File: config.mk
export PLATFORM = sky130hd
export DESIGN_NAME = stream_fifo
export DESIGN_NICKNAME = d
export VERILOG_FILES = /design/src/verilog/cpu_mem_pkg.sv /design/src/verilog/stream_fifo.sv
export SDC_FILE = /design/constraint.sdc
export NUM_CORES = 1
export LEC_CHECK = 0
export BUFFER_PORTS_ARGS = -buffer_cell sky130_fd_sc_hd__clkbuf_2
export CAP_MARGIN = 40
export CORE_AREA = 2 2 39 41
export CTS_CLUSTER_SIZE = 30
export DETAILED_ROUTE_END_ITERATION = 6
export DIE_AREA = 0 0 41 43
export PLACE_DENSITY = 0.67
export REMOVE_ABC_BUFFERS = 1
export SLEW_MARGIN = 20
export SYNTH_ARGS = -nofsm -noshare
export SYNTH_HDL_FRONTEND = slang
export SYNTH_SLANG_ARGS = --single-unit
File: constraint.sdc
create_clock -name clk -period 2.8 [get_ports clk]
set_clock_uncertainty 0.05 [all_clocks]
set_input_delay 0.56 -clock clk [delete_from_list [all_inputs] [get_ports clk]]
set_output_delay 0.56 -clock clk [all_outputs]
set_load 0.05 [all_outputs]
File: src/verilog/cpu_mem_pkg.sv
package cpu_mem_pkg;

    localparam int addr_bits = 12;
    localparam int word_bits = 16;
    localparam int mem_words = 4096;
    // wide enough to count a full memory image
    localparam int mem_count_bits = addr_bits + 1;

    // stream buffers, depth kept a power of two
    localparam int fifo_depth = 4;
    localparam int fifo_ptr_bits = $clog2(fifo_depth);
    localparam int fifo_cnt_bits = fifo_ptr_bits + 1;

    typedef logic [addr_bits-1:0] addr_t;
    typedef logic [word_bits-1:0] word_t;

    // one word of the program image
    typedef struct packed {
        addr_t  addr;
        word_t  data;
        logic   last;
    } load_word_t;

    // read when valid and we is low
    typedef struct packed {
        addr_t  addr;
        word_t  wdata;
        logic   we;
    } mem_req_t;

endpackage

File: src/verilog/stream_fifo.sv
`timescale 1ns/1ns

module stream_fifo
    import cpu_mem_pkg::*;
#(
    parameter type T = logic
) (
    input  logic clk,
    input  logic reset,
    input  logic in_valid,
    input  T     in_data,
    input  logic out_ready,
    output logic in_ready,
    output logic out_valid,
    output T     out_data
);

    // storage, no reset needed
    T mem [fifo_depth];

    logic [fifo_ptr_bits-1:0] wr_ptr;
    logic [fifo_ptr_bits-1:0] rd_ptr;
    logic [fifo_cnt_bits-1:0] count;
    logic push;
    logic pop;

    // full blocks the writer, empty hides the head
    assign in_ready  = (count != fifo_cnt_bits'(fifo_depth));
    assign out_valid = (count != '0);
    assign out_data  = mem[rd_ptr];

    assign push = in_valid && in_ready;
    assign pop  = out_valid && out_ready;

    always_ff @(posedge clk) begin
        if (push) begin
            mem[wr_ptr] <= in_data;
        end
    end

    // pointers wrap on their own, depth is a power of two
    always_ff @(posedge clk) begin
        if (reset) begin
            wr_ptr <= '0;
            rd_ptr <= '0;
            count  <= '0;
        end else begin
            if (push) begin
                wr_ptr <= wr_ptr + 1'b1;
            end
            if (pop) begin
                rd_ptr <= rd_ptr + 1'b1;
            end
            // simultaneous push and pop leave count alone
            if (push && !pop) begin
                count <= count + 1'b1;
            end else if (pop && !push) begin
                count <= count - 1'b1;
            end
        end
    end

    a_count_bounded: assert property (@(posedge clk) disable iff (reset)
        count <= fifo_cnt_bits'(fifo_depth));

endmodule
# Word-level counts from Yosys, hierarchy flattened
# Memories as Yosys holds them, arrays and structs flattened. A register that Yosys moved wholly into a read port is not among the register bits.
# Index checks and enable logic that the tools add are counted.
totals:
  ff_bits: 7
  ram_bits: 4
  memories: 1
mem_list:
  columns: ["memory", "words", "width", "rd", "rd_clocked_by_memory_dff", "write_ports", "line", "source"]
  rows:
  - ["mem", 4, 1, 1, 1, 1, "stream_fifo.sv:19", "T mem [fifo_depth];"]
op_classes:
  add_sub_neg: 4
  eq_ne: 1
  muxes: 6
  reduce_logical: 8
op_table:
  columns: ["cell", "count"]
  rows:
  - ["$mux 3", 2]
  - ["$add 2x1->2 const B", 2]
  - ["$logic_and 1x1->1", 4]
  - ["$mux 2", 2]
  - ["$add 3x1->3 const B", 1]
  - ["$ne 3x3->1 const B", 1]
  - ["$reduce_bool 3->1", 1]
  - ["$sub 3x1->3 const B", 1]
  - ["$logic_not 1->1", 2]
  - ["$mux 1", 2]
  - ["$reduce_bool 2->1", 1]

# Depth between registers and ports, before layout
# Gate-level depths: netlist of run 1.
depth:
  depth_word: 6
  mapped_depth: 8

# Least setup slack after synthesis of run 1
# OpenSTA, ideal clock, no wires.
synth_path:
  path_kind: "input -> register"
  from: "in in_valid"
  to: "reg count[2]"
  setup_time_ns: 0.070
  t_arrival_ns: 1.960
  path_slack_ns: 0.720
  path_stages: 7
  cell_sequence: "a21boi_4 ha_1 inv_1 fa_1 xor2_1 or3_1 a21oi_1"
synth_via:
  elab_chain_cells: 4
  word_cells_on_any_way: 6
synth_rtl:
  columns: ["item", "line", "source"]
  rows:
  - ["from (decl)", "stream_fifo.sv:10", "input logic in_valid,"]
  - ["$logic_and 1x1->1 (*)", "stream_fifo.sv:32", "assign push = in_valid && in_ready;"]
  - ["$logic_not 1->1", "stream_fifo.sv:57", "end else if (pop && !push) begin"]
  - ["$logic_and 1x1->1", "stream_fifo.sv:57", null]
  - ["$reduce_bool 2->1 (no line)", null, null]
  - ["to (signal assigned)", "stream_fifo.sv:56", "count <= count + 1'b1;"]
  - ["to (signal assigned)", "stream_fifo.sv:58", "count <= count - 1'b1;"]
  - ["to (decl)", "stream_fifo.sv:23", "logic [fifo_cnt_bits-1:0] count;"]
# Every way passes the cells marked *; elsewhere a longest branch is shown, timed or not.
# A chain may end at the register's enable or synchronous reset.

# Worst setup path in the final report of run 1
layout_path:
  from: "reg count[0]"
  to: "reg count[2]"
layout_via:
  elab_chain_cells: 5
  word_cells_on_any_way: 13
layout_rtl:
  columns: ["item", "line", "source"]
  rows:
  - ["$ne 3x3->1 (*)", "stream_fifo.sv:28", "assign in_ready = (count != fifo_cnt_bits'(fifo_depth));"]
  - ["$logic_and 1x1->1 (*)", "stream_fifo.sv:32", null]
  - ["via push", "stream_fifo.sv:24", "logic push;"]
  - ["$logic_not 1->1", "stream_fifo.sv:57", null]
  - ["$logic_and 1x1->1", "stream_fifo.sv:57", null]
  - ["$reduce_bool 2->1 (no line)", null, null]
# The timed path passes the listed nets; every way through them passes the cells marked *. The select of a mux whose other input is x is not followed.

==> results of run 1 <==
==> worst paths after layout <==
path,endpoint,startpoint
setup reg to reg,count[2]$_SDFFE_PP0P_,count[0]$_SDFFE_PP0P_
hold / removal,mem[2]$_DFFE_PP_,in_data
setup / recovery,count[2]$_SDFFE_PP0P_,count[0]$_SDFFE_PP0P_
hold reg to reg,wr_ptr[1]$_SDFFE_PP0P_,wr_ptr[1]$_SDFFE_PP0P_
==> kinds of logic (layout without fill, tap and decap cells) <==
logic type	count (synthesis)	in the layout	share of synthesized area [%]
buf+inv	4	14	2.39
mux	4	4	9.16
compound gates	5	5	7.97
flops	13	13	47.8
xor+xnor	4	4	5.58
fa+ha+maj	6	6	13.1
simple gates	17	17	13.9
==> worst reg2reg max path: stages (launching register included) <==
cell and delay (ns):
dfxtp_1 0.48, nor2_2 0.10, a21boi_4 0.24, ha_1 0.23, inv_1 0.06, fa_1 0.37
xor2_1 0.15, or3_1 0.30, a21oi_1 0.13
==> stage by stage <==
step                      util [%]  setup slack [ns]  hold slack (ns)
after floorplan                  -             0.721            0.431
after global placement        49.1             0.559            0.457
after detailed placement      49.1             0.534            0.457
after CTS                     51.0             0.587            0.449
after global routing          51.0             0.434            0.450
final                         51.0             0.619            0.460
==> layout make-up <==
cell class / count / area, sq um
Tap cell: 16 / 20.0
Timing Repair Buffer: 7 / 35.0
Multi-Input combinational cell: 36 / 313
Sequential cell: 13 / 300
Clock buffer: 4 / 26.3
Fill cell: 123 / 678
Inverter: 3 / 11.3
==> placed cells by master (no fill, tap or decap), drive strengths merged <==
cell type | Yosys | layout
clkbuf | 1 | 11
dfxtp | 9 | 9
nor2 | 8 | 8
ha | 5 | 5
and2 | 4 | 4
xor2 | 4 | 4
edfxtp | 4 | 4
inv | 3 | 3
nand2b | 2 | 2
mux2i | 2 | 2
or3 | 2 | 2
a21boi | 1 | 1
o31ai | 1 | 1
mux4 | 1 | 1
nand2 | 1 | 1
o311ai | 1 | 1
o21ai | 1 | 1
a21oi | 1 | 1
mux2 | 1 | 1
fa | 1 | 1
==> layer usage <==
metal | up-vias | routed length, um
met2 | 5 | 359
met4 | 0 | 30
li1 | 198 | -
met3 | 4 | 20
met1 | 173 | 403
met5 | - | 0
==> report_power, final <==
part | switching, W | leakage (nW) | internal, W | total [W]
clock | 0.0000599 | 0.0150 | 0.0000552 | 0.000115
sequential | 0.0000478 | 0.111 | 0.000241 | 0.000289
combinational | 0.000162 | 0.179 | 0.000110 | 0.000272
total | 0.000270 | 0.304 | 0.000406 | 0.000675
==> results.json, run 1 <==
{
  "worst_slew_pin_slew_ns": 0.286,
  "crit_path_cell_trace": "nor2_2 -> a21boi_4 -> ha_1 -> inv_1 -> fa_1 -> xor2_1 -> or3_1 -> a21oi_1",
  "dr.pass1.iters": 2,
  "clockBufferDepth": 2,
  "synth_top_area_share_pct": 28.7,
  "top_usage_layer": "met2",
  "timing.final.crit_share_pct": 77.9,
  "tritoncts": "done",
  "port-buffer-count": 7,
  "max_freq_mhz": 459,
  "clk_latency_ns": 0.28,
  "grt_pass1_wl_mm": 1.45,
  "status": "complete, no violations",
  "antenna_found_initial": 0,
  "postCtsSetupBuffers": 0,
  "io_pins": 8,
  "power.density_nw_per_um2": 957,
  "hold_buffers": 0,
  "ys_ff_latch": 13,
  "leakage_nw": 0.304,
  "total_power_w": 0.000675,
  "cts.sinks": 13,
  "ys.flop_type": "dfxtp_1",
  "wire_per_inst_um": 10.3,
  "hold_viol": 0,
  "antenna_left": 0,
  "whs_path_depth": 1,
  "critical_path_depth": 8,
  "htreeDepth": 1,
  "fp-row-count": 14,
  "critPathTopFamily": "adder cells",
  "track_usage_pct": 13.0,
  "yosys-top-cells-count": "dfxtp_1, nor2_1, ha_1",
  "die_area_sq_um": 1760,
  "grtUsageMet3_pct": 4.71,
  "drt_iter0_drc": 2,
  "synth_edf_count": 4,
  "rsz0062_at_grt": "no",
  "syn_area_per_cell_sq_um": 11.9,
  "critPathMaxFanout": 7,
  "slowest_delay_ns": 0.48,
  "yosysWarnings": 0,
  "dp.cells": 75,
  "stdcell_area_sq_um": 706,
  "coreArea_sq_um": 1380,
  "grt_max_degree": 11,
  "cts-root-buf": "clkbuf_4",
  "met1_usage_pct": 15.5,
  "place.gp.congestion": 0.752,
  "dp_hpwl_um": 650,
  "viasPerCell": 4.81,
  "vias": 380,
  "ys_seq_area_share_pct": 47.8,
  "critPathKind": "reg2reg",
  "peakVddDrop_v": 0.000455,
  "cp_num_buf_inv": 1,
  "grt_overflow": 0,
  "die_y_um": 43,
  "post-route-min-period_ns": 2.18,
  "report.final.slew_viol_count": 0,
  "slew_headroom_pct": 80.6,
  "syn_inst": 53,
  "syn_to_final_growth_pct": 12.4,
  "wirelength_um": 814,
  "initial_core_util_pct": 45.4,
  "required_ns": 2.96,
  "synthTopCellsByArea": "dfxtp_1, edfxtp_1, ha_1",
  "clkTransAtPathRegs_ns": 0.08,
  "antenna_cells": 0,
  "hold_class": "in2reg",
  "cts_resized": 0,
  "placed_area_sq_um": 679,
  "die_w_um": 41,
  "final_nets": 75,
  "cts_buffers": 3,
  "fin_cells": 79,
  "start_kind": "flip-flop",
  "finalSetupViolCount": 0,
  "met2_usage_pct": 17.2,
  "cp_slowest_cell": "dfxtp_1",
  "cp-end-kind": "flip-flop",
  "final_layout_size_suffix_gt1_share_pct": 25.4,
  "crit_arrival_ns": 2.35,
  "yosysMostFrequentCell": "dfxtp_1",
  "synth.distinct_cells": 22,
  "grt_pass1_vias": 353,
  "async_reset_ff_share_pct": 0,
  "reg2reg_setup_slack_ns": 0.62,
  "drt_drc_violations_left": 0,
  "drv_cap": 0,
  "worstRegToRegCells": 8,
  "yosysTopAreaCell": "dfxtp_1",
  "syn_area_sq_um": 628,
  "fin_setup_tns_ns": 0
}
Note: power is estimated with default switching activity, not from simulation.
==> run 2: changes to the inputs <==
==> constraint.sdc (replaced) <==
create_clock -name clk -period 2.1 [get_ports clk]
set_clock_uncertainty 0.05 [all_clocks]
set_input_delay 0.42 -clock clk [delete_from_list [all_inputs] [get_ports clk]]
set_output_delay 0.42 -clock clk [all_outputs]
set_load 0.05 [all_outputs]
==> results.json, run 2 (synthesis results as in run 1) <==
{
  "io_pins": 8,
  "post-route-min-period_ns": 1.95,
  "peakVddDrop_v": 0.000861,
  "fillers": 115,
  "final_nets": 79,
  "final_cell_mix": "nor2_1, clkbuf_2, dfxtp_1",
  "start_kind": "flip-flop",
  "cts.sinks": 13,
  "slew_headroom_pct": 77.5,
  "clk_latency_ns": 0.28,
  "status": "complete, no violations",
  "crit_arrival_ns": 2.11,
  "critPathTopFamily": "adder cells",
  "coreArea_sq_um": 1380,
  "clockBufferDepth": 2,
  "report.final.slew_viol_count": 0,
  "grt_pass1_wl_mm": 1.40,
  "antenna_found_initial": 0,
  "timing.final.crit_share_pct": 93.0,
  "hold_viol": 0,
  "antenna_left": 0,
  "hold_class": "in2reg",
  "cts-root-buf": "clkbuf_4",
  "required_ns": 2.26,
  "tritoncts": "done",
  "leakage_nw": 0.325,
  "dp_slack_ns": 0.0679,
  "dp_hpwl_um": 642,
  "antenna_cells": 0,
  "max_freq_mhz": 512,
  "power.density_nw_per_um2": 1270,
  "viasPerCell": 4.72,
  "vias": 392,
  "cp-end-kind": "flip-flop",
  "final_layout_size_suffix_gt1_share_pct": 37.3,
  "wire_per_inst_um": 11.3,
  "finalSetupViolCount": 0,
  "fin_setup_tns_ns": 0,
  "grt_pass1_vias": 348,
  "grt_overflow": 0,
  "htreeDepth": 1,
  "die_w_um": 41,
  "drt_drc_violations_left": 0,
  "clkTransAtPathRegs_ns": 0.08,
  "initial_core_util_pct": 45.4,
  "syn_to_final_growth_pct": 21.1,
  "drv_cap": 0,
  "fin_ws_ns": 0.147,
  "rsz0062_at_grt": "no",
  "critPathKind": "reg2reg",
  "grt_max_degree": 11,
  "crit_path_cell_trace": "o31ai_4 -> ha_2 -> inv_1 -> fa_2 -> xor2_1 -> or3_1 -> a21oi_1",
  "track_usage_pct": 12.0,
  "drt_iter0_drc": 4,
  "cts_buffers": 3,
  "dr.pass1.iters": 4,
  "die_y_um": 43,
  "critPathMaxFanout": 6,
  "die_area_sq_um": 1760,
  "worst_slew_pin_slew_ns": 0.332,
  "slowest_delay_ns": 0.37,
  "cp_num_buf_inv": 1,
  "place.gp.congestion": 0.708,
  "wirelength_um": 936,
  "cp_slowest_cell": "dfxtp_4",
  "fp-row-count": 14,
  "port-buffer-count": 7
}
==> run 2: cell types whose count changed in the layout (fill, tap and decap cells not counted), sizes merged <==
cell  change
buf       +4
==> run 2: final cells by class <==
| type | instances | area (sq um) | share of cell area (%) |
|---|---|---|---|
| inverter | 3 | 11.3 | 1.48 |
| clock buffer | 4 | 26.3 | 3.45 |
| tap | 16 | 20.0 | 2.63 |
| sequential | 13 | 312 | 41.0 |
| multi-input combinational | 36 | 327 | 42.9 |
| timing repair buffer | 11 | 65.1 | 8.55 |
==> run 2: path summary, 6_finish.rpt <==
path,from,endpoint,slack (ns),depth (start not counted)
min reg2reg,wr_ptr[1]$_SDFFE_PP0P_,wr_ptr[1]$_SDFFE_PP0P_,0.48,2
max,count[2]$_SDFFE_PP0P_,count[2]$_SDFFE_PP0P_,0.15,7
max reg2reg,count[2]$_SDFFE_PP0P_,count[2]$_SDFFE_PP0P_,0.15,7
min,in_data,mem[1]$_DFFE_PP_,0.31,1
==> run 2: timing repair <==
| action | in CTS | in global routing |
|---|---|---|
| hold buffers | 0 | 0 |
| endpoints found under the setup margin | 0 | 1 |
| resized for setup | 0 | 9 |
| buffers inserted | 0 | 1 |
==> run 2: power by group <==
part,switching [W],internal [W]
registers,0.0000687,0.000332
logic,0.000233,0.000179
clock network,0.0000820,0.0000737
total,0.000384,0.000585
==> run 2: through the flow <==
step	total power (W)	cell area, sq um	util, %	cells	hold WS (ns)
after detailed placement	0.000779	702	50.7	78	0.462
after CTS	0.000936	728	52.6	82	0.307
after global placement	0.000775	702	50.7	78	0.455
after floorplan	0.000688	624	-	52	0.431
final	0.000969	761	55.0	83	0.310
after global routing	0.00105	761	55.0	83	0.307
==> run 2: per-layer routing <==
| layer | global-route usage (%) | vias to the layer above | share of wire (%) |
|---|---|---|---|
| met5 | 0 | - | 0 |
| met4 | 8.00 | 0 | 1.7 |
| met3 | 3.14 | 2 | 2.0 |
| met2 | 16.3 | 5 | 51 |
| li1 | - | 208 | - |
| met1 | 16.2 | 177 | 45 |
==> run 2: worst register-to-register path, cell delays in order, from the launching register on <==
cell and delay (ns):
dfxtp_4 0.37, o31ai_4 0.29, ha_2 0.22, inv_1 0.05
fa_2 0.33, xor2_1 0.15, or3_1 0.30, a21oi_1 0.13
==> run 3: changes to the inputs <==
--- a/config.mk
+++ b/config.mk
@@ -13,6 +13,7 @@
 export DIE_AREA = 0 0 41 43
 export PLACE_DENSITY = 0.67
 export REMOVE_ABC_BUFFERS = 1
+export SKIP_CTS_REPAIR_TIMING = 1
 export SLEW_MARGIN = 20
 export SYNTH_ARGS = -nofsm -noshare
 export SYNTH_HDL_FRONTEND = slang
==> constraint.sdc (replaced) <==
create_clock -name clk -period 2.2 [get_ports clk]
set_clock_uncertainty 0.05 [all_clocks]
set_input_delay 0.44 -clock clk [delete_from_list [all_inputs] [get_ports clk]]
set_output_delay 0.44 -clock clk [all_outputs]
set_load 0.1 [all_outputs]
==> results.json, run 3 (synthesis results as in run 1) <==
{
  "start_kind": "flip-flop",
  "sequentialPowerShare_pct": 37.3,
  "hold_class": "in2reg",
  "critPathKind": "reg2reg",
  "p_comb_share_pct": 47.8,
  "setup.worst_path.start": "count[0]$_SDFFE_PP0P_",
  "antenna_cells": 0,
  "die_area_sq_um": 1760,
  "final_nets": 77,
  "crit_arrival_ns": 2.21,
  "cts.sinks": 13,
  "pwr-share-clk_pct": 14.9,
  "status": "complete, no violations",
  "viasPerCell": 4.65,
  "grt_overflow": 0,
  "antenna_found_initial": 0,
  "grt_pass1_wl_mm": 1.60,
  "multi_input_area_sq_um": 313,
  "place.gp.congestion": 0.725,
  "utilization_pct": 52.3,
  "clockBufferDepth": 2,
  "finalSetupViolCount": 0,
  "clk_latency_ns": 0.27,
  "dr.pass1.iters": 4,
  "io_pins": 8,
  "swShare_pct": 45.7,
  "track_usage_pct": 13.8,
  "drv_cap": 0,
  "initial_core_util_pct": 45.4,
  "rsz0062_at_grt": "no",
  "timing.final.crit_share_pct": 93.4,
  "coreArea_sq_um": 1380,
  "leakage_nw": 0.315,
  "clkTransAtPathRegs_ns": 0.08,
  "r2r-end": "count[2]$_SDFFE_PP0P_",
  "htreeDepth": 1,
  "slew_headroom_pct": 64.1,
  "peakVddDrop_v": 0.000746,
  "cts-root-buf": "clkbuf_4",
  "power.density_nw_per_um2": 1350,
  "worstRegToRegCells": 7,
  "port-buffer-count": 7,
  "wire_per_inst_um": 10.7,
  "die_w_um": 41,
  "grt_pass1_vias": 391,
  "wirelength_um": 863,
  "fp-row-count": 14,
  "dp_slack_ns": 0.110,
  "worst_slew_pin_slew_ns": 0.541,
  "drt_iter0_drc": 1,
  "net-switching-power_w": 0.000446,
  "max_freq_mhz": 487,
  "final_cell_mix": "nor2_1, dfxtp_1, clkbuf_2, ha_1",
  "fin_ws_ns": 0.146,
  "reg2reg_setup_slack_ns": 0.15,
  "report.final.slew_viol_count": 0,
  "fillers": 120,
  "die_y_um": 43,
  "final_layout_size_suffix_gt1_share_pct": 30.8,
  "antenna_left": 0,
  "drt_drc_violations_left": 0,
  "grt_max_degree": 11,
  "fin_setup_tns_ns": 0,
  "r2r-start": "count[0]$_SDFFE_PP0P_",
  "endpoint": "count[2]$_SDFFE_PP0P_",
  "post-route-min-period_ns": 2.05,
  "required_ns": 2.36,
  "syn_to_final_growth_pct": 15.1,
  "fin_cells": 81,
  "cp-end-kind": "flip-flop",
  "cts_buffers": 3,
  "tritoncts": "done",
  "seqCellArea_sq_um": 303,
  "critPathMaxFanout": 6,
  "hold_viol": 0,
  "vias": 377,
  "p_int_w": 0.000531,
  "dp.cells": 77
}
run 3: final cells by class:
| class | count | share of cell area, % |
|---|---|---|
| Sequential cell | 13 | 41.9 |
| Clock buffer | 4 | 3.63 |
| Multi-Input combinational cell | 36 | 43.3 |
| Timing Repair Buffer | 9 | 6.92 |
| Tap cell | 16 | 2.77 |
| Inverter | 3 | 1.56 |
run 3: how the worst min path moves through the flow:
| stage | startpoint | end | slack [ns] | cells past startpoint |
|---|---|---|---|---|
| finish | in_data | mem[0]$_DFFE_PP_ | 0.34 | 1 |
| detailed placement | wr_ptr[1]$_SDFFE_PP0P_ | wr_ptr[1]$_SDFFE_PP0P_ | 0.47 | 2 |
| global placement | wr_ptr[1]$_SDFFE_PP0P_ | wr_ptr[1]$_SDFFE_PP0P_ | 0.45 | 2 |
| CTS | in_data | mem[1]$_DFFE_PP_ | 0.33 | 1 |
| global route | in_data | mem[3]$_DFFE_PP_ | 0.33 | 1 |
| floorplan | wr_ptr[1]$_SDFFE_PP0P_ | wr_ptr[1]$_SDFFE_PP0P_ | 0.43 | 2 |
run 3: worst max-delay path, cell delays in order, from the launching register on:
cell and delay, ns:
dfxtp_2 0.37, o31ai_2 0.31, ha_1 0.24, inv_1 0.06
fa_1 0.37, xor2_1 0.16, or3_1 0.31, a21oi_1 0.14
run 3: power by group through the flow:
stage	Sequential [W]	Combinational [W]	Clock, W
2_1_floorplan	0.000362	0.000392	0
3_3_place_gp	0.000369	0.000461	0
3_5_place_dp	0.000369	0.000466	0
4_1_cts	0.000364	0.000470	0.000153
5_1_grt	0.000380	0.000512	0.000163
6_report	0.000365	0.000467	0.000146
run 3: routing by layer:
metal / vias to the layer above / GRT usage, % / wire length [um]
li1: 202 / - / -
met1: 170 / 17.2 / 412
met2: 3 / 19.7 / 421
met3: 2 / 4.71 / 15
met4: 0 / 8.00 / 14
met5: - / 0 / 0
run 3: stage by stage:
stage	instance area [sq um]	power [W]	hold slack, ns
2_1_floorplan	624	0.000754	0.431
3_3_place_gp	694	0.000831	0.454
3_5_place_dp	694	0.000836	0.469
4_1_cts	721	0.000986	0.330
5_1_grt	723	0.00105	0.328
6_report	723	0.000977	0.340
