`src/verilog/cpu_isa_pkg.sv`:
```
package cpu_isa_pkg;

    // operand field below the opcode nibble
    localparam int field_bits = 12;
    // ALU instructions only reach page 0
    localparam int page_bits = 8;

    // instruction class in the top nibble
    // codes 8 to 15 decode as halt
    typedef enum logic [3:0] {
        OP_HALT = 4'd0,
        OP_LDI  = 4'd1,
        OP_LDA  = 4'd2,
        OP_STA  = 4'd3,
        OP_ALU  = 4'd4,
        OP_JMP  = 4'd5,
        OP_JZ   = 4'd6,
        OP_OUT  = 4'd7
    } opcode_t;

    // alu function select
    typedef enum logic [3:0] {
        ALU_ADD  = 4'd0,
        ALU_SUB  = 4'd1,
        ALU_MUL  = 4'd2,
        ALU_DIV  = 4'd3,
        ALU_SHL  = 4'd4,
        ALU_SHR  = 4'd5,
        ALU_ROL  = 4'd6,
        ALU_ROR  = 4'd7,
        ALU_AND  = 4'd8,
        ALU_OR   = 4'd9,
        ALU_XOR  = 4'd10,
        ALU_NOR  = 4'd11,
        ALU_NAND = 4'd12,
        ALU_XNOR = 4'd13,
        ALU_GT   = 4'd14,
        ALU_EQ   = 4'd15
    } alu_func_t;

    typedef struct packed {
        opcode_t                opcode;
        logic [field_bits-1:0]  field;
    } instr_t;

    // field layout for ALU instructions
    typedef struct packed {
        alu_func_t              func;
        logic [page_bits-1:0]   page0_addr;
    } alu_field_t;

    typedef enum logic [2:0] {
        FETCH,
        FETCH_WAIT,
        DECODE,
        OPERAND_WAIT,
        EXECUTE,
        OUTPUT,
        HALTED
    } cpu_state_t;

endpackage

```
`src/verilog/cpu_mem_pkg.sv`:
```
package cpu_mem_pkg;

    localparam int addr_bits = 12;
    localparam int word_bits = 16;
    localparam int mem_words = 4096;
    // wide enough to count a full memory image
    localparam int mem_count_bits = addr_bits + 1;

    // stream buffers, depth kept a power of two
    localparam int fifo_depth = 4;
    localparam int fifo_ptr_bits = $clog2(fifo_depth);
    localparam int fifo_cnt_bits = fifo_ptr_bits + 1;

    typedef logic [addr_bits-1:0] addr_t;
    typedef logic [word_bits-1:0] word_t;

    // one word of the program image
    typedef struct packed {
        addr_t  addr;
        word_t  data;
        logic   last;
    } load_word_t;

    // read when valid and we is low
    typedef struct packed {
        addr_t  addr;
        word_t  wdata;
        logic   we;
    } mem_req_t;

endpackage

```
`src/verilog/control_unit.sv`:
```
`timescale 1ns/1ns

module control_unit
    import cpu_isa_pkg::*, cpu_mem_pkg::*;
(
    input  logic      clk,
    input  logic      reset,
    input  logic      run,
    input  word_t     rdata,
    input  word_t     alu_result,
    input  logic      out_ready,
    output mem_req_t  cpu_req,
    output logic      cpu_req_valid,
    output alu_func_t alu_func,
    output word_t     operand_a,
    output word_t     operand_b,
    output logic      out_valid,
    output word_t     out_data,
    output logic      halted
);

    cpu_state_t state;

    // architectural registers
    addr_t  pc;
    addr_t  mar;
    word_t  mbr;
    instr_t ir;
    word_t  acc;

    // decode of the word arriving from memory
    instr_t     fetched;
    alu_field_t fetched_alu;
    alu_field_t ir_alu;
    addr_t      operand_addr;

    assign fetched     = instr_t'(rdata);
    assign fetched_alu = alu_field_t'(fetched.field);
    assign ir_alu      = alu_field_t'(ir.field);

    // ALU operands live in page 0, the rest use the full field
    assign operand_addr = (fetched.opcode == OP_ALU) ? addr_t'(fetched_alu.page0_addr)
                                                      : fetched.field;

    assign alu_func  = ir_alu.func;
    assign operand_a = acc;
    assign operand_b = mbr;

    assign out_valid = (state == OUTPUT);
    assign out_data  = acc;
    assign halted    = (state == HALTED);

    // memory requests, fetch from pc, operands from mar
    always_comb begin
        cpu_req.addr  = mar;
        cpu_req.wdata = acc;
        cpu_req.we    = 1'b0;
        cpu_req_valid = 1'b0;
        case (state)
            FETCH: begin
                cpu_req.addr  = pc;
                cpu_req_valid = run;
            end
            DECODE: begin
                case (ir.opcode)
                    OP_LDA, OP_ALU: cpu_req_valid = 1'b1;
                    OP_STA: begin
                        cpu_req.we    = 1'b1;
                        cpu_req_valid = 1'b1;
                    end
                    default: cpu_req_valid = 1'b0;
                endcase
            end
            default: cpu_req_valid = 1'b0;
        endcase
    end

    // state and pc
    always_ff @(posedge clk) begin
        if (reset) begin
            state <= FETCH;
            pc    <= '0;
        end else begin
            case (state)
                // idle here until the loader hands over
                FETCH: begin
                    if (run) begin
                        state <= FETCH_WAIT;
                    end
                end
                FETCH_WAIT: begin
                    // wraps 4095 to 0
                    pc    <= pc + 1'b1;
                    state <= DECODE;
                end
                DECODE: begin
                    case (ir.opcode)
                        OP_LDI, OP_STA, OP_JMP, OP_JZ: state <= EXECUTE;
                        OP_LDA, OP_ALU: state <= OPERAND_WAIT;
                        OP_OUT: state <= OUTPUT;
                        // halt and unused codes
                        default: state <= HALTED;
                    endcase
                end
                OPERAND_WAIT: state <= EXECUTE;
                EXECUTE: begin
                    if (ir.opcode == OP_JMP || (ir.opcode == OP_JZ && acc == '0)) begin
                        pc <= mar;
                    end
                    state <= FETCH;
                end
                // back-pressure point, hold until the fifo takes acc
                OUTPUT: begin
                    if (out_ready) begin
                        state <= FETCH;
                    end
                end
                default: state <= HALTED;
            endcase
        end
    end

    // datapath registers
    always_ff @(posedge clk) begin
        case (state)
            FETCH_WAIT: begin
                ir  <= fetched;
                mbr <= rdata;
                mar <= operand_addr;
            end
            OPERAND_WAIT: mbr <= rdata;
            EXECUTE: begin
                case (ir.opcode)
                    // zero-extended immediate
                    OP_LDI: acc <= word_t'(ir.field);
                    OP_LDA: acc <= mbr;
                    OP_ALU: acc <= alu_result;
                    default: acc <= acc;
                endcase
            end
            default: acc <= acc;
        endcase
    end

    // stalled output keeps its value
    a_out_stable: assert property (@(posedge clk) disable iff (reset)
        out_valid && !out_ready |=> out_valid && $stable(out_data));

    // memory untouched by the cpu while loading
    a_no_req_before_run: assert property (@(posedge clk) disable iff (reset)
        !run |-> !cpu_req_valid);

endmodule

```
`config.mk`:
```
export PLATFORM = sky130hd
export DESIGN_NAME = control_unit
export DESIGN_NICKNAME = d
export VERILOG_FILES = /design/src/verilog/cpu_isa_pkg.sv /design/src/verilog/cpu_mem_pkg.sv /design/src/verilog/control_unit.sv
export SDC_FILE = /design/constraint.sdc
export NUM_CORES = 1
export LEC_CHECK = 0
export ABC_AREA = 1
export BUFFER_PORTS_ARGS = -buffer_cell sky130_fd_sc_hd__buf_2
export CORE_MARGIN = 8
export CORE_UTILIZATION = 51
export DETAILED_ROUTE_END_ITERATION = 8
export PLACE_DENSITY = 0.81
export SETUP_SLACK_MARGIN = 0.3
export SYNTH_ARGS = -nofsm -noshare
export SYNTH_HDL_FRONTEND = slang
export SYNTH_SLANG_ARGS = --single-unit
```
`constraint.sdc`:
```
create_clock -name clk -period 2.97 [get_ports clk]
set_input_delay 0.1485 -clock clk [delete_from_list [all_inputs] [get_ports clk]]
set_output_delay 0.1485 -clock clk [all_outputs]
set_load 0.02 [all_outputs]
```
==> Yosys cells after proc, flatten, opt, wreduce, memory -nomap -nowiden <==
Index checks and enable logic that the tools add are counted.
{ "classes": {"multipliers": 0, "shifts": 0, "magnitude_cmp": 0, "addsub": 1, "n_bitwise": 0, "mux": 12, "div": 0, "reduce_logical": 13, "n_eq_ne": 17} }
{ "op_table": {"columns": ["cell", "count"], "rows": [
  ["16-bit one-hot mux with 3 select lines", 1],
  ["12-bit two-way mux", 2],
  ["12-bit one-hot mux with 2 select lines", 1],
  ["4-bit by 3-bit equality test with 1-bit output, second input constant", 5],
  ["3-bit one-hot mux with 6 select lines", 1],
  ["16-bit zero test", 1],
  ["12-bit by 1-bit adder with 12-bit output, second input constant", 1],
  ["3-bit equality test, second input constant", 3],
  ["3-bit one-hot mux with 3 select lines", 1],
  ["4-bit by 2-bit equality test with 1-bit output, second input constant", 2],
  ["3-bit by 2-bit equality test with 1-bit output, second input constant", 2],
  ["3-bit two-way mux", 2],
  ["2-bit != test, second input constant", 3],
  ["2-bit AND reduction", 3],
  ["4-bit by 1-bit equality test with 1-bit output, second input constant", 1],
  ["2-bit OR reduction", 2],
  ["4-bit OR reduction", 1],
  ["3-bit by 1-bit equality test with 1-bit output, second input constant", 1],
  ["3-bit zero test", 1],
  ["1-bit two-way mux", 3],
  ["3-bit nonzero test", 1],
  ["3-bit OR reduction", 1],
  ["1-bit one-hot mux with 2 select lines", 1],
  ["2-bit nonzero test", 1],
  ["2 further kinds", 2]
]} }
{ "totals": {"output_inout_bits": 84, "mem_bits_rw": 0, "latch_bits": 0, "inputBits": 36, "wordCells": 51, "mem_count": 0, "reg_bits": 75, "mem_bits_ro": 0} }

==> Depth between registers and ports, before layout <==
Gate-level depths: netlist (run 1).
{ "depth": {"word_depth": 5, "mapped_depth": 11} }

==> Worst setup path before layout (run 1) <==
Ideal clock, no wire load.
{ "synth_timing": {"path_type": "register to register", "from": "reg state[0]", "to": "reg ir[12] in the netlist's numbering (enable)", "slack_ps": 450, "setup_time_ps": 375, "arrival_time_ps": 2145, "required_time_ps": 2595, "synth_period_minus_slack_ps": 2520, "path_stages_with_launch": 6, "cell_sequence": "dfxtp_1 inv_2 nor2_1 nand2_1 clkbuf_1 inv_1"} }
{ "synth_between": {"elab_chain_len": 1} }
{ "synth_lines": {"columns": ["element", "line_no", "text"], "rows": [
  ["start: declaration", "control_unit.sv:22", "cpu_state_t state;"],
  ["start signal: assignment", "control_unit.sv:81", "state <= FETCH;"],
  ["start signal: assignment", "control_unit.sv:88", "state <= FETCH_WAIT;"],
  ["start signal: assignment", "control_unit.sv:94", "state <= DECODE;"],
  ["3-bit by 1-bit equality test with 1-bit output", "control_unit.sv:125", "case (state)"],
  ["end signal: assignment", "control_unit.sv:127", "ir <= fetched;"],
  ["end: declaration", "control_unit.sv:28", "instr_t ir;"]
]} }
No other way between the ends.
A chain may end at the register's enable or synchronous reset.

==> Worst setup path after layout (run 1) <==
{ "layout_timing": {"from": "reg ir[15] in the netlist's numbering", "to": "reg acc[12] (netlist: operand_a[12]) (enable)"} }
{ "layout_between": {"elab_chain_len": 3, "word_cells_on_any_way": 5, "classes_between": "3 x eq/ne; 2 x reduce/logical"} }
{ "layout_lines": {"columns": ["element", "line_no", "text"], "rows": [
  ["4-bit by 3-bit equality test with 1-bit output (tied with other cells)", "control_unit.sv:133", "case (ir.opcode)"],
  ["3-bit nonzero test (no line) *", null, null],
  ["2-bit AND reduction (no line) *", null, null],
  ["end signal: assignment", "control_unit.sv:135", "OP_LDI: acc <= word_t'(ir.field);"],
  ["end signal: assignment", "control_unit.sv:136", "OP_LDA: acc <= mbr;"],
  ["end signal: assignment", "control_unit.sv:137", "OP_ALU: acc <= alu_result;"],
  ["end: declaration", "control_unit.sv:29", "word_t acc;"]
]} }
Mark *: on every way between the ends. The rest lies on a longest branch, timed or not.

==> results of run 1 <==
## synth_stat cells, types with 3 or more instances
| cell type | instances |
|---|---|
| a31oi_1 | 4 |
| o21ai_0 | 8 |
| clkbuf_1 | 3 |
| o22ai_1 | 4 |
| nand4_1 | 8 |
| inv_2 | 8 |
| buf_2 | 5 |
| a21oi_1 | 15 |
| o221ai_1 | 12 |
| nand2_1 | 82 |
| nand3_1 | 28 |
| nor2_1 | 40 |
| edfxtp_1 | 52 |
| nand3_2 | 3 |
| buf_4 | 36 |
| o21ai_1 | 15 |
| dfxtp_1 | 15 |
| inv_1 | 55 |
## cells in the final DEF (no fill, tap or decap), drive strengths merged
cell type and count:
a21oi 15, a31oi 4, buf 122, bufinv 2, clkbuf 10, clkinv 2
clkinvlp 2, dfxtp 15, dlygate4sd3 9, edfxtp 52, ha 1, inv 64
nand2 86, nand3 31, nand4 8, nor2 43, nor4 2, o21ai 23
o221ai 12, o22ai 4, o31ai 1
## cell families (layout without fill, tap and decap cells)
family          count (synthesis)  after routing
compound gates                 59             59
flops                          67             67
buf+inv                       111            211
fa+ha+maj                       1              1
simple gates                  170            170
## critical path, delay by kind of cell, from the launching register on
family          cells  cell delay [ns]
simple gates        3             0.89
flops               1             0.49
buf+inv             1             0.47
compound gates      1             0.09
## path summary, 6_finish.rpt
check,startpoint,to,cells after the start
worst max register to register,ir[15],operand_a[12],5
worst min-delay path,rdata[8],operand_b[8],1
worst max-delay path,ir[15],operand_a[12],5
worst min register to register,state[1],state[2],2
## what timing repair did
item | 4_1_cts | 5_1_grt
endpoints found under the hold margin | 18 | 0
hold buffers | 9 | 0
resized for setup | 0 | 0
## cell type report
class	instances	area [um^2]
fillers	562	2520
repair buffers	131	708
flip-flops and latches	67	1860
clock buffers	10	128
multi-input cells	230	1130
well taps	96	120
inverters	65	246
clock inverters	5	78.8
## per-stage QoR
| step | worst slack [ns] | cell area [um^2] | hold WS [ns] | util [%] | cells |
|---|---|---|---|---|---|
| 2_1_floorplan | 0.450 | 3570 | 0.218 | - | 408 |
| 3_3_place_gp | 0.795 | 3980 | 0.341 | 58.5 | 580 |
| 3_5_place_dp | 0.713 | 3980 | 0.342 | 58.5 | 580 |
| 4_1_cts | 0.687 | 4270 | 0.00103 | 62.9 | 604 |
| 5_1_grt | 0.475 | 4270 | 0.00245 | 62.9 | 604 |
| 6_report | 0.670 | 4270 | 0.0103 | 62.9 | 604 |
## registers in the layout (all words and copies together) (netlist names)
| register | count |
|---|---|
| state | 3 |
| operand_a | 16 |
| pc | 12 |
| ir_alu | 5 |
| mar | 11 |
| operand_b | 16 |
| ir | 4 |
## power breakdown
group          internal (mW)  switching [mW]  total, mW
registers               1.26           0.152       1.41
logic                  0.403           0.880       1.28
clock network          0.465           0.345      0.810
## per-layer routing
layer | share of wire, % | wire [um] | GRT usage, % | up-vias
met5 | 0 | 0 | 0 | -
met4 | 2.9 | 274 | 10.5 | 0
met3 | 8.0 | 765 | 4.33 | 22
met2 | 51 | 4830 | 33.7 | 157
met1 | 38 | 3650 | 21.6 | 1456
li1 | - | - | - | 1515
==> impl_metrics.py, run 1 <==
metrics = {
    "sta": {
        "rsz0062_at_grt": "false",
        "min_period_ns": 2.30,
        "tightestPinTransition_ns": 0.797,
        "timing.setup.tns_ns": 0,
        "skew_ns": 0.00551,
        "hold_viol_final": 0,
        "maxSlewViolCount": 0,
        "slew_headroom_pct": 46.4,
        "max_freq_mhz": 435,
        "setup_viol": 0,
        "period_share_pct": 77.5,
    },
    "logic_synthesis": {
        "synth_ff_type": "edfxtp_1",
        "synth_compound_area_share_pct": 9.89,
        "synth-edff-count": 52,
        "synth_top_cell_by_area": "edfxtp_1",
        "syn_area_per_cell_um2": 8.74,
        "ys_warn_count": 0,
        "synth.area.top_cells": "edfxtp_1 44%, nand2_1 8.6%, dfxtp_1 8.4%, buf_4 7.6%, inv_1 5.8%",
        "synth_top_family_by_area": "simple AND/OR/NAND/NOR gates",
        "synth-adder-area-share_pct": 0.351,
        "syn-num-nets": 445,
        "synth.cell_area_um2": 3570,
        "synth-xor-area-share_pct": 0,
        "synth.area.mux_share_pct": 0,
        "yosysSeqAreaShare_pct": 52.2,
        "yosys.area_share.simple_pct": 21.4,
        "synthCells": 408,
        "synth_top_area_share_pct": 43.8,
        "async_flop_share_pct": 0,
        "yosys_register_bits": 67,
        "synth_cell_types": 29,
    },
    "global_routing": {
        "grt_pass1_wl_mm": 15.1,
        "grt_pass1_vias": 3055,
        "track_usage_pct": 19.4,
        "grt_overflow": 0,
        "antenna_found_initial": 0,
        "grt_max_degree": 27,
    },
    "floorplan": {
        "die_height_um": 99.6,
        "die_area_um2": 9920,
        "core_um2": 6790,
        "die_x_um": 99.6,
        "io_pins": 120,
        "initial_utilization_pct": 52.5,
        "rows": 30,
    },
    "clock_network": {
        "cts_tree": "done",
        "htree_levels": 3,
        "clock_path_buffers": 2,
        "clkSinkCount": 67,
        "cts-root-buf": "clkbuf_8",
        "post_cts_buffers": 0,
        "clk_pin_slew_ns": 0.07,
        "numCtsBuffers": 9,
        "clk_latency_ns": 0.35,
    },
    "detailed_routing": {
        "wl_per_cell_um": 15.8,
        "route.detailed.drc": 0,
        "drtIter0Drc": 259,
        "vias": 3150,
        "firstDrtPassIters": 5,
        "drtAntennaViolNets": 0,
        "wirelength_mm": 9.53,
        "vias_per_cell": 5.22,
    },
    "worst_setup_path": {
        "crit_slowest_cell": "edfxtp_1",
        "critPathMaxFanout": 17,
        "cp-end-kind": "register",
        "cp_slowest_stage_delay_ns": 0.49,
        "regToRegSetupSlack_ns": 0.67,
        "crit_type": "reg -> reg",
        "crit_required_ns": 2.95,
        "start_kind": "register",
        "crit_path_cell_trace": "nor2_1 > nand3_2 > nand2_4 > o21ai_1 > inv_1",
        "cp_data_arrival_time_ns": 2.28,
    },
    "job": {
        "max_cap_violations": 0,
    },
    "hold_path": {
        "hp-class": "in -> reg",
    },
    "status": {
        "outcome": "complete, no violations",
    },
    "power": {
        "cellPowerDensity_nw_per_um2": 820,
        "peakVddDrop_v": 0.000501,
        "finalPower_mw": 3.50,
        "power.leakage_nw": 2.03,
    },
    "placement": {
        "hpwl_mm": 7.13,
        "portBuffers": 119,
        "place.gp.congestion": 0.909,
    },
    "final_layout": {
        "finalNetCount": 541,
        "area_delta_synth_final_pct": 19.8,
        "diodes": 0,
        "drive_gt1_share_pct": 30.3,
    },
}
Power figures use the tool's default switching activity.
==> run 2: changes to the inputs <==
- ABC_AREA: 1 -> 0
- CORE_UTILIZATION: 51 -> 45
- PLACE_DENSITY: 0.81 -> 0.76
- clock period: 2.97 -> 2.1 ns (I/O delays scaled with it)
==> run 2 against run 1 <==
  * Worst setup slack worse by 0.44 ns
  * Final area increased by 7.2%
  * Global-route usage shrank 1.4 points
  * Largest power group unchanged
  * Synthesized cell count decreased by 25%
  * Critical endpoint is now pc[3]
  * Worst hold slack better by 0.035 ns
  * Area after synthesis decreased by 5.0%
  * Wire length increased by 3.6%
==> impl_metrics.py, run 2 <==
metrics = {
    "status": {
        "outcome": "complete, no violations",
    },
    "logic_synthesis": {
        "synth.area.top_cells": "edfxtp_1 46%, dfxtp_1 8.9%, buf_4 8.0%, nand2_1 4.5%, mux2_2 4.3%",
        "synth-edff-count": 52,
        "synth_cell_types": 47,
        "synthCells": 306,
        "async_flop_share_pct": 0,
        "syn_area_per_cell_um2": 11.1,
        "synth.cell_area_um2": 3390,
        "yosys_register_bits": 67,
        "synth_top_area_share_pct": 46.1,
        "synth_ff_type": "edfxtp_1",
        "ys_top_cells_by_count": "52 x edfxtp_1, 41 x nand2_1, 36 x buf_4",
        "synth_top_cell_by_area": "edfxtp_1",
        "syn-num-nets": 343,
        "yosysSeqAreaShare_pct": 55.0,
        "yosysMostFrequentCell": "edfxtp_1",
        "ys_warn_count": 0,
    },
    "sta": {
        "min_period_ns": 1.87,
        "slew_headroom_pct": 49.3,
        "rsz0062_at_grt": "true",
        "period_share_pct": 89.2,
        "max_freq_mhz": 534,
        "maxSlewViolCount": 0,
        "timing.setup.tns_ns": 0,
        "hold_viol_final": 0,
        "skew_ns": 0.0114,
        "setup_viol": 0,
        "tightestPinTransition_ns": 0.750,
    },
    "detailed_routing": {
        "route.detailed.drc": 0,
        "vias": 2896,
        "wl_per_cell_um": 18.2,
        "drtAntennaViolNets": 0,
        "wirelength_mm": 9.87,
        "firstDrtPassIters": 5,
        "drtIter0Drc": 218,
        "vias_per_cell": 5.35,
    },
    "global_routing": {
        "grt_pass1_wl_mm": 14.3,
        "track_usage_pct": 18.0,
        "antenna_found_initial": 0,
        "grt_pass1_vias": 2944,
        "grt_overflow": 0,
        "grt_max_degree": 17,
    },
    "final_layout": {
        "final_common_cell": "buf_2",
        "num-fill-cells": 592,
        "area_delta_synth_final_pct": 35.2,
        "final_cell_mix": "112 x buf_2, 52 x edfxtp_1, 39 x nand2_1",
        "diodes": 0,
        "finalNetCount": 474,
        "fin_area_um2": 4580,
        "drive_gt1_share_pct": 47.7,
    },
    "worst_setup_path": {
        "start_kind": "register",
        "crit_slowest_cell": "edfxtp_1",
        "cp-end-kind": "register",
        "crit_path_cell_trace": "nor4_4 > nand4_2 > o31ai_4 > buf_4 > o22ai_1 > a32o_1",
        "crit_required_ns": 2.33,
        "critPathMaxFanout": 4,
        "regToRegSetupSlack_ns": 0.23,
        "cp_data_arrival_time_ns": 2.11,
        "cp_slowest_stage_delay_ns": 0.44,
        "crit_type": "reg -> reg",
    },
    "clock_network": {
        "clkSinkCount": 67,
        "clk_pin_slew_ns": 0.08,
        "cts_tree": "done",
        "numCtsBuffers": 9,
        "clock_path_buffers": 2,
        "htree_levels": 3,
        "clk_latency_ns": 0.35,
        "cts-root-buf": "clkbuf_8",
    },
    "placement": {
        "portBuffers": 119,
        "place.gp.congestion": 0.846,
        "hpwl_mm": 6.81,
        "dpl_cell_area_um2": 3890,
    },
    "floorplan": {
        "rows": 31,
        "initial_utilization_pct": 46.7,
        "io_pins": 120,
        "core_um2": 7250,
        "die_area_um2": 10600,
        "die_height_um": 103,
        "die_x_um": 103,
    },
    "job": {
        "max_cap_violations": 0,
    },
    "hold_path": {
        "hp-class": "in -> reg",
    },
    "power": {
        "cellPowerDensity_nw_per_um2": 942,
        "finalPower_mw": 4.31,
        "power.leakage_nw": 1.92,
        "peakVddDrop_v": 0.000580,
    },
}
[run 2: changes by cell type after synthesis, moves of 5 or more]
cell	delta
nand3_1	-21
a22oi_1	+13
mux2_2	+13
nor2b_1	+8
clkbuf_1	+6
inv_1	-49
o221ai_1	-12
o21ai_1	-15
nor3_1	+5
nor2_1	-27
inv_2	-8
nand2_1	-41
[run 2: area by class of cell]
type / instances / area, um^2 / area share (%)
sequential: 67 / 1870 / 40.8
inverter: 7 / 27.5 / 0.601
timing repair buffer: 170 / 1060 / 23.1
clock inverter: 6 / 66.3 / 1.45
multi-input combinational: 182 / 1310 / 28.5
tap: 99 / 124 / 2.70
clock buffer: 10 / 128 / 2.79
[run 2: cells by family after synthesis]
kind of cell | share of synthesized area (%)
xor gates and xnor gates | 0.259
AOI/OAI and AO/OA | 13.4
adders and majority gates | 0.369
buffers and inverters | 10.5
and+or+nand+nor | 16.2
muxes | 4.32
DFF | 55.0
[run 2: metal layers]
metal | share of wire [%] | GRT usage, % | up-vias
met2 | 49 | 31.7 | 150
met5 | 0 | 0 | -
li1 | - | - | 1365
met3 | 9.0 | 5.81 | 16
met1 | 39 | 19.5 | 1365
met4 | 2.2 | 7.68 | 0
[run 2: path summary, 6_finish.rpt]
kind	from	end	cells after the start
worst max-delay path	operand_a[13]	pc[3]	6
worst min-delay path	alu_result[3]	operand_a[3]	3
worst max register to register	operand_a[13]	pc[3]	6
worst min register to register	pc[9]	pc[9]	2
[run 2: what timing repair did]
item,4_1_cts,5_1_grt
cloned,1,1
pin swaps,8,15
hold buffers,16,0
endpoints found under the hold margin,32,0
resized for setup,14,34
endpoints found under the setup margin,21,40
buffers inserted,13,8
[run 2: critical path: cells and delay by family (launching register included)]
| family | cells | cell delay [ns] |
|---|---|---|
| buf+inv | 1 | 0.20 |
| simple gates | 2 | 0.54 |
| compound gates | 3 | 0.58 |
| flops | 1 | 0.44 |
[run 2: report_power, final]
part           switching (mW)  total (mW)  internal, mW
registers               0.154        1.81          1.66
clock network           0.512        1.06         0.550
logic                   0.819        1.44         0.618
total                    1.48        4.31          2.83
[run 2: metrics by stage]
step                utilization [%]  hold slack [ns]  instances  worst slack (ns)
finish                         63.2           0.0456        541             0.226
detailed placement             53.6            0.297        486             0.212
CTS                            60.6           0.0313        532             0.261
global placement               53.6            0.296        486             0.251
global route                   63.2           0.0534        541             0.177
floorplan                         -            0.204        306             0.245
==> run 3: changes to the inputs <==
- ABC_AREA: 0 -> 1
- CORE_UTILIZATION: 45 -> 35
- PLACE_DENSITY: 0.76 -> default
- clock period: 2.1 -> 1.85 ns (I/O delays scaled with it)
==> run 3 against run 2 <==
  * Sequential power increased by 26%
  * Non-clock buffer count decreased by 9
  * Clock skew fell by 0.0032 ns
  * Sequential share of layout area is 3.1 points lower
  * Worst setup slack worse by 0.040 ns
  * Worst hold slack gained 0.0083 ns
  * Critical endpoint is now cpu_req_valid
  * Largest cell class unchanged
  * Largest power group is now combinational logic
  * Highest routed layer unchanged
==> impl_metrics.py, run 3 (synthesis gave the netlist of run 1 again) <==
metrics = {
    "status": {
        "outcome": "complete, no violations",
    },
    "sta": {
        "min_period_ns": 1.66,
        "maxSlewViolCount": 0,
        "max_freq_mhz": 601,
        "slew_headroom_pct": 68.2,
        "rsz0062_at_grt": "true",
        "setup_ws_ns": 0.186,
        "fin_worst_hold_slack_ns": 0.0539,
        "setup_viol": 0,
        "period_share_pct": 90.0,
        "hold_viol_final": 0,
        "skew_ns": 0.00816,
        "tightestPinTransition_ns": 0.477,
        "timing.setup.tns_ns": 0,
    },
    "floorplan": {
        "die_x_um": 117,
        "core_um2": 10100,
        "die_height_um": 117,
        "rows": 37,
        "io_pins": 120,
        "initial_utilization_pct": 35.3,
        "die_area_um2": 13700,
    },
    "worst_setup_path": {
        "cp_data_arrival_time_ns": 1.57,
        "crit_type": "reg -> out",
        "crit_required_ns": 1.76,
        "start_kind": "register",
        "critPathMaxFanout": 8,
        "regToRegSetupSlack_ns": 0.19,
        "cp-end-kind": "output port",
    },
    "detailed_routing": {
        "firstDrtPassIters": 4,
        "drtIter0Drc": 165,
        "vias_per_cell": 4.89,
        "vias": 3322,
        "wirelength_mm": 11.1,
        "wl_met3_um": 873,
        "wl_per_cell_um": 16.4,
        "maxUsedRoutingLayer": "met4",
        "wl_met2_mm": 5.53,
        "drtAntennaViolNets": 0,
        "met1_length_mm": 4.52,
        "route.detailed.drc": 0,
    },
    "global_routing": {
        "grt_max_degree": 26,
        "antenna_found_initial": 0,
        "grt_pass1_vias": 3200,
        "grt_pass1_wl_mm": 16.5,
        "track_usage_pct": 15.9,
        "grt_overflow": 0,
    },
    "power": {
        "pwr-share-clk_pct": 17.3,
        "power.leakage_nw": 2.22,
        "cellPowerDensity_nw_per_um2": 1230,
        "pwr-share-seq_pct": 37.4,
        "switching_share_pct": 41.8,
        "switchingPower_mw": 2.55,
        "p_int_mw": 3.55,
        "peakVddDrop_v": 0.000577,
        "p_comb_share_pct": 45.3,
        "finalPower_mw": 6.10,
    },
    "final_layout": {
        "multi_input_area_um2": 1440,
        "finalNetCount": 575,
        "drive_gt1_share_pct": 41.4,
        "postLayoutCoreUtil_pct": 49.1,
        "num-fill-cells": 965,
        "area_delta_synth_final_pct": 38.9,
        "diodes": 0,
        "regArea_um2": 1870,
        "final_cell_mix": "105 x buf_2, 80 x nand2_1, 53 x inv_1",
        "final_common_cell": "buf_2",
    },
    "placement": {
        "portBuffers": 119,
        "hpwl_mm": 7.67,
        "dpl_worst_slack_ns": 0.130,
        "place.gp.congestion": 0.947,
    },
    "clock_network": {
        "htree_levels": 3,
        "cts-root-buf": "clkbuf_8",
        "clk_pin_slew_ns": 0.08,
        "numCtsBuffers": 9,
        "clock_path_buffers": 2,
        "cts_tree": "done",
        "clkSinkCount": 67,
        "clk_latency_ns": 0.34,
    },
    "job": {
        "max_cap_violations": 0,
    },
    "hold_path": {
        "hp-class": "in -> reg",
    },
}
[run 3: cell type report]
class | instances | area share, %
sequential | 67 | 37.7
multi-input combinational | 233 | 29.1
timing repair buffer | 161 | 20.9
inverter | 65 | 5.40
tap | 136 | 3.43
clock buffer | 12 | 2.73
clock inverter | 4 | 0.556
timing repair inverter | 1 | 0.177
[run 3: worst paths after layout]
check                                from            end  cells past startpoint
worst max-delay path               ir[12]  cpu_req_valid                      6
worst min-delay path            out_ready       state[2]                      4
worst max register to register     ir[12]   operand_a[9]                      7
worst min register to register   state[1]       state[2]                      2
[run 3: power by group through the flow]
stage | logic [mW] | clock network [mW] | registers [mW]
after global placement | 2.11 | 0 | 2.30
after floorplan | 1.43 | 0 | 2.34
final | 2.76 | 1.06 | 2.28
after global routing | 3.00 | 1.13 | 2.32
after CTS | 2.55 | 1.08 | 2.28
after detailed placement | 2.14 | 0 | 2.31
[run 3: timing repair]
item,in CTS,in global routing
gates cloned,4,0
endpoints found under the setup margin,43,53
pin swaps,8,14
gates resized for setup,57,25
hold buffers,17,0
setup buffers,8,9
endpoints found under the hold margin,34,0
[run 3: worst max-delay path, stage by stage (launching register included)]
cell and delay (ns):
edfxtp_1 0.49, inv_4 0.17, nand3_2 0.16, nand2_8 0.13, inv_8 0.03, o21ai_2 0.12
buf_6 0.13
[run 3: metal layers]
layer | vias to the layer above | global-route usage [%]
met4 | 0 | 6.57
met1 | 1574 | 18.7
met3 | 16 | 3.03
li1 | 1589 | -
met5 | - | 0
met2 | 143 | 27.8
[run 3: through the flow]
stage          instances  cell area (um^2)
5_1_grt              679              4950
3_3_place_gp         625              4100
6_report             679              4950
2_1_floorplan        408              3620
3_5_place_dp         625              4100
4_1_cts              670              4770
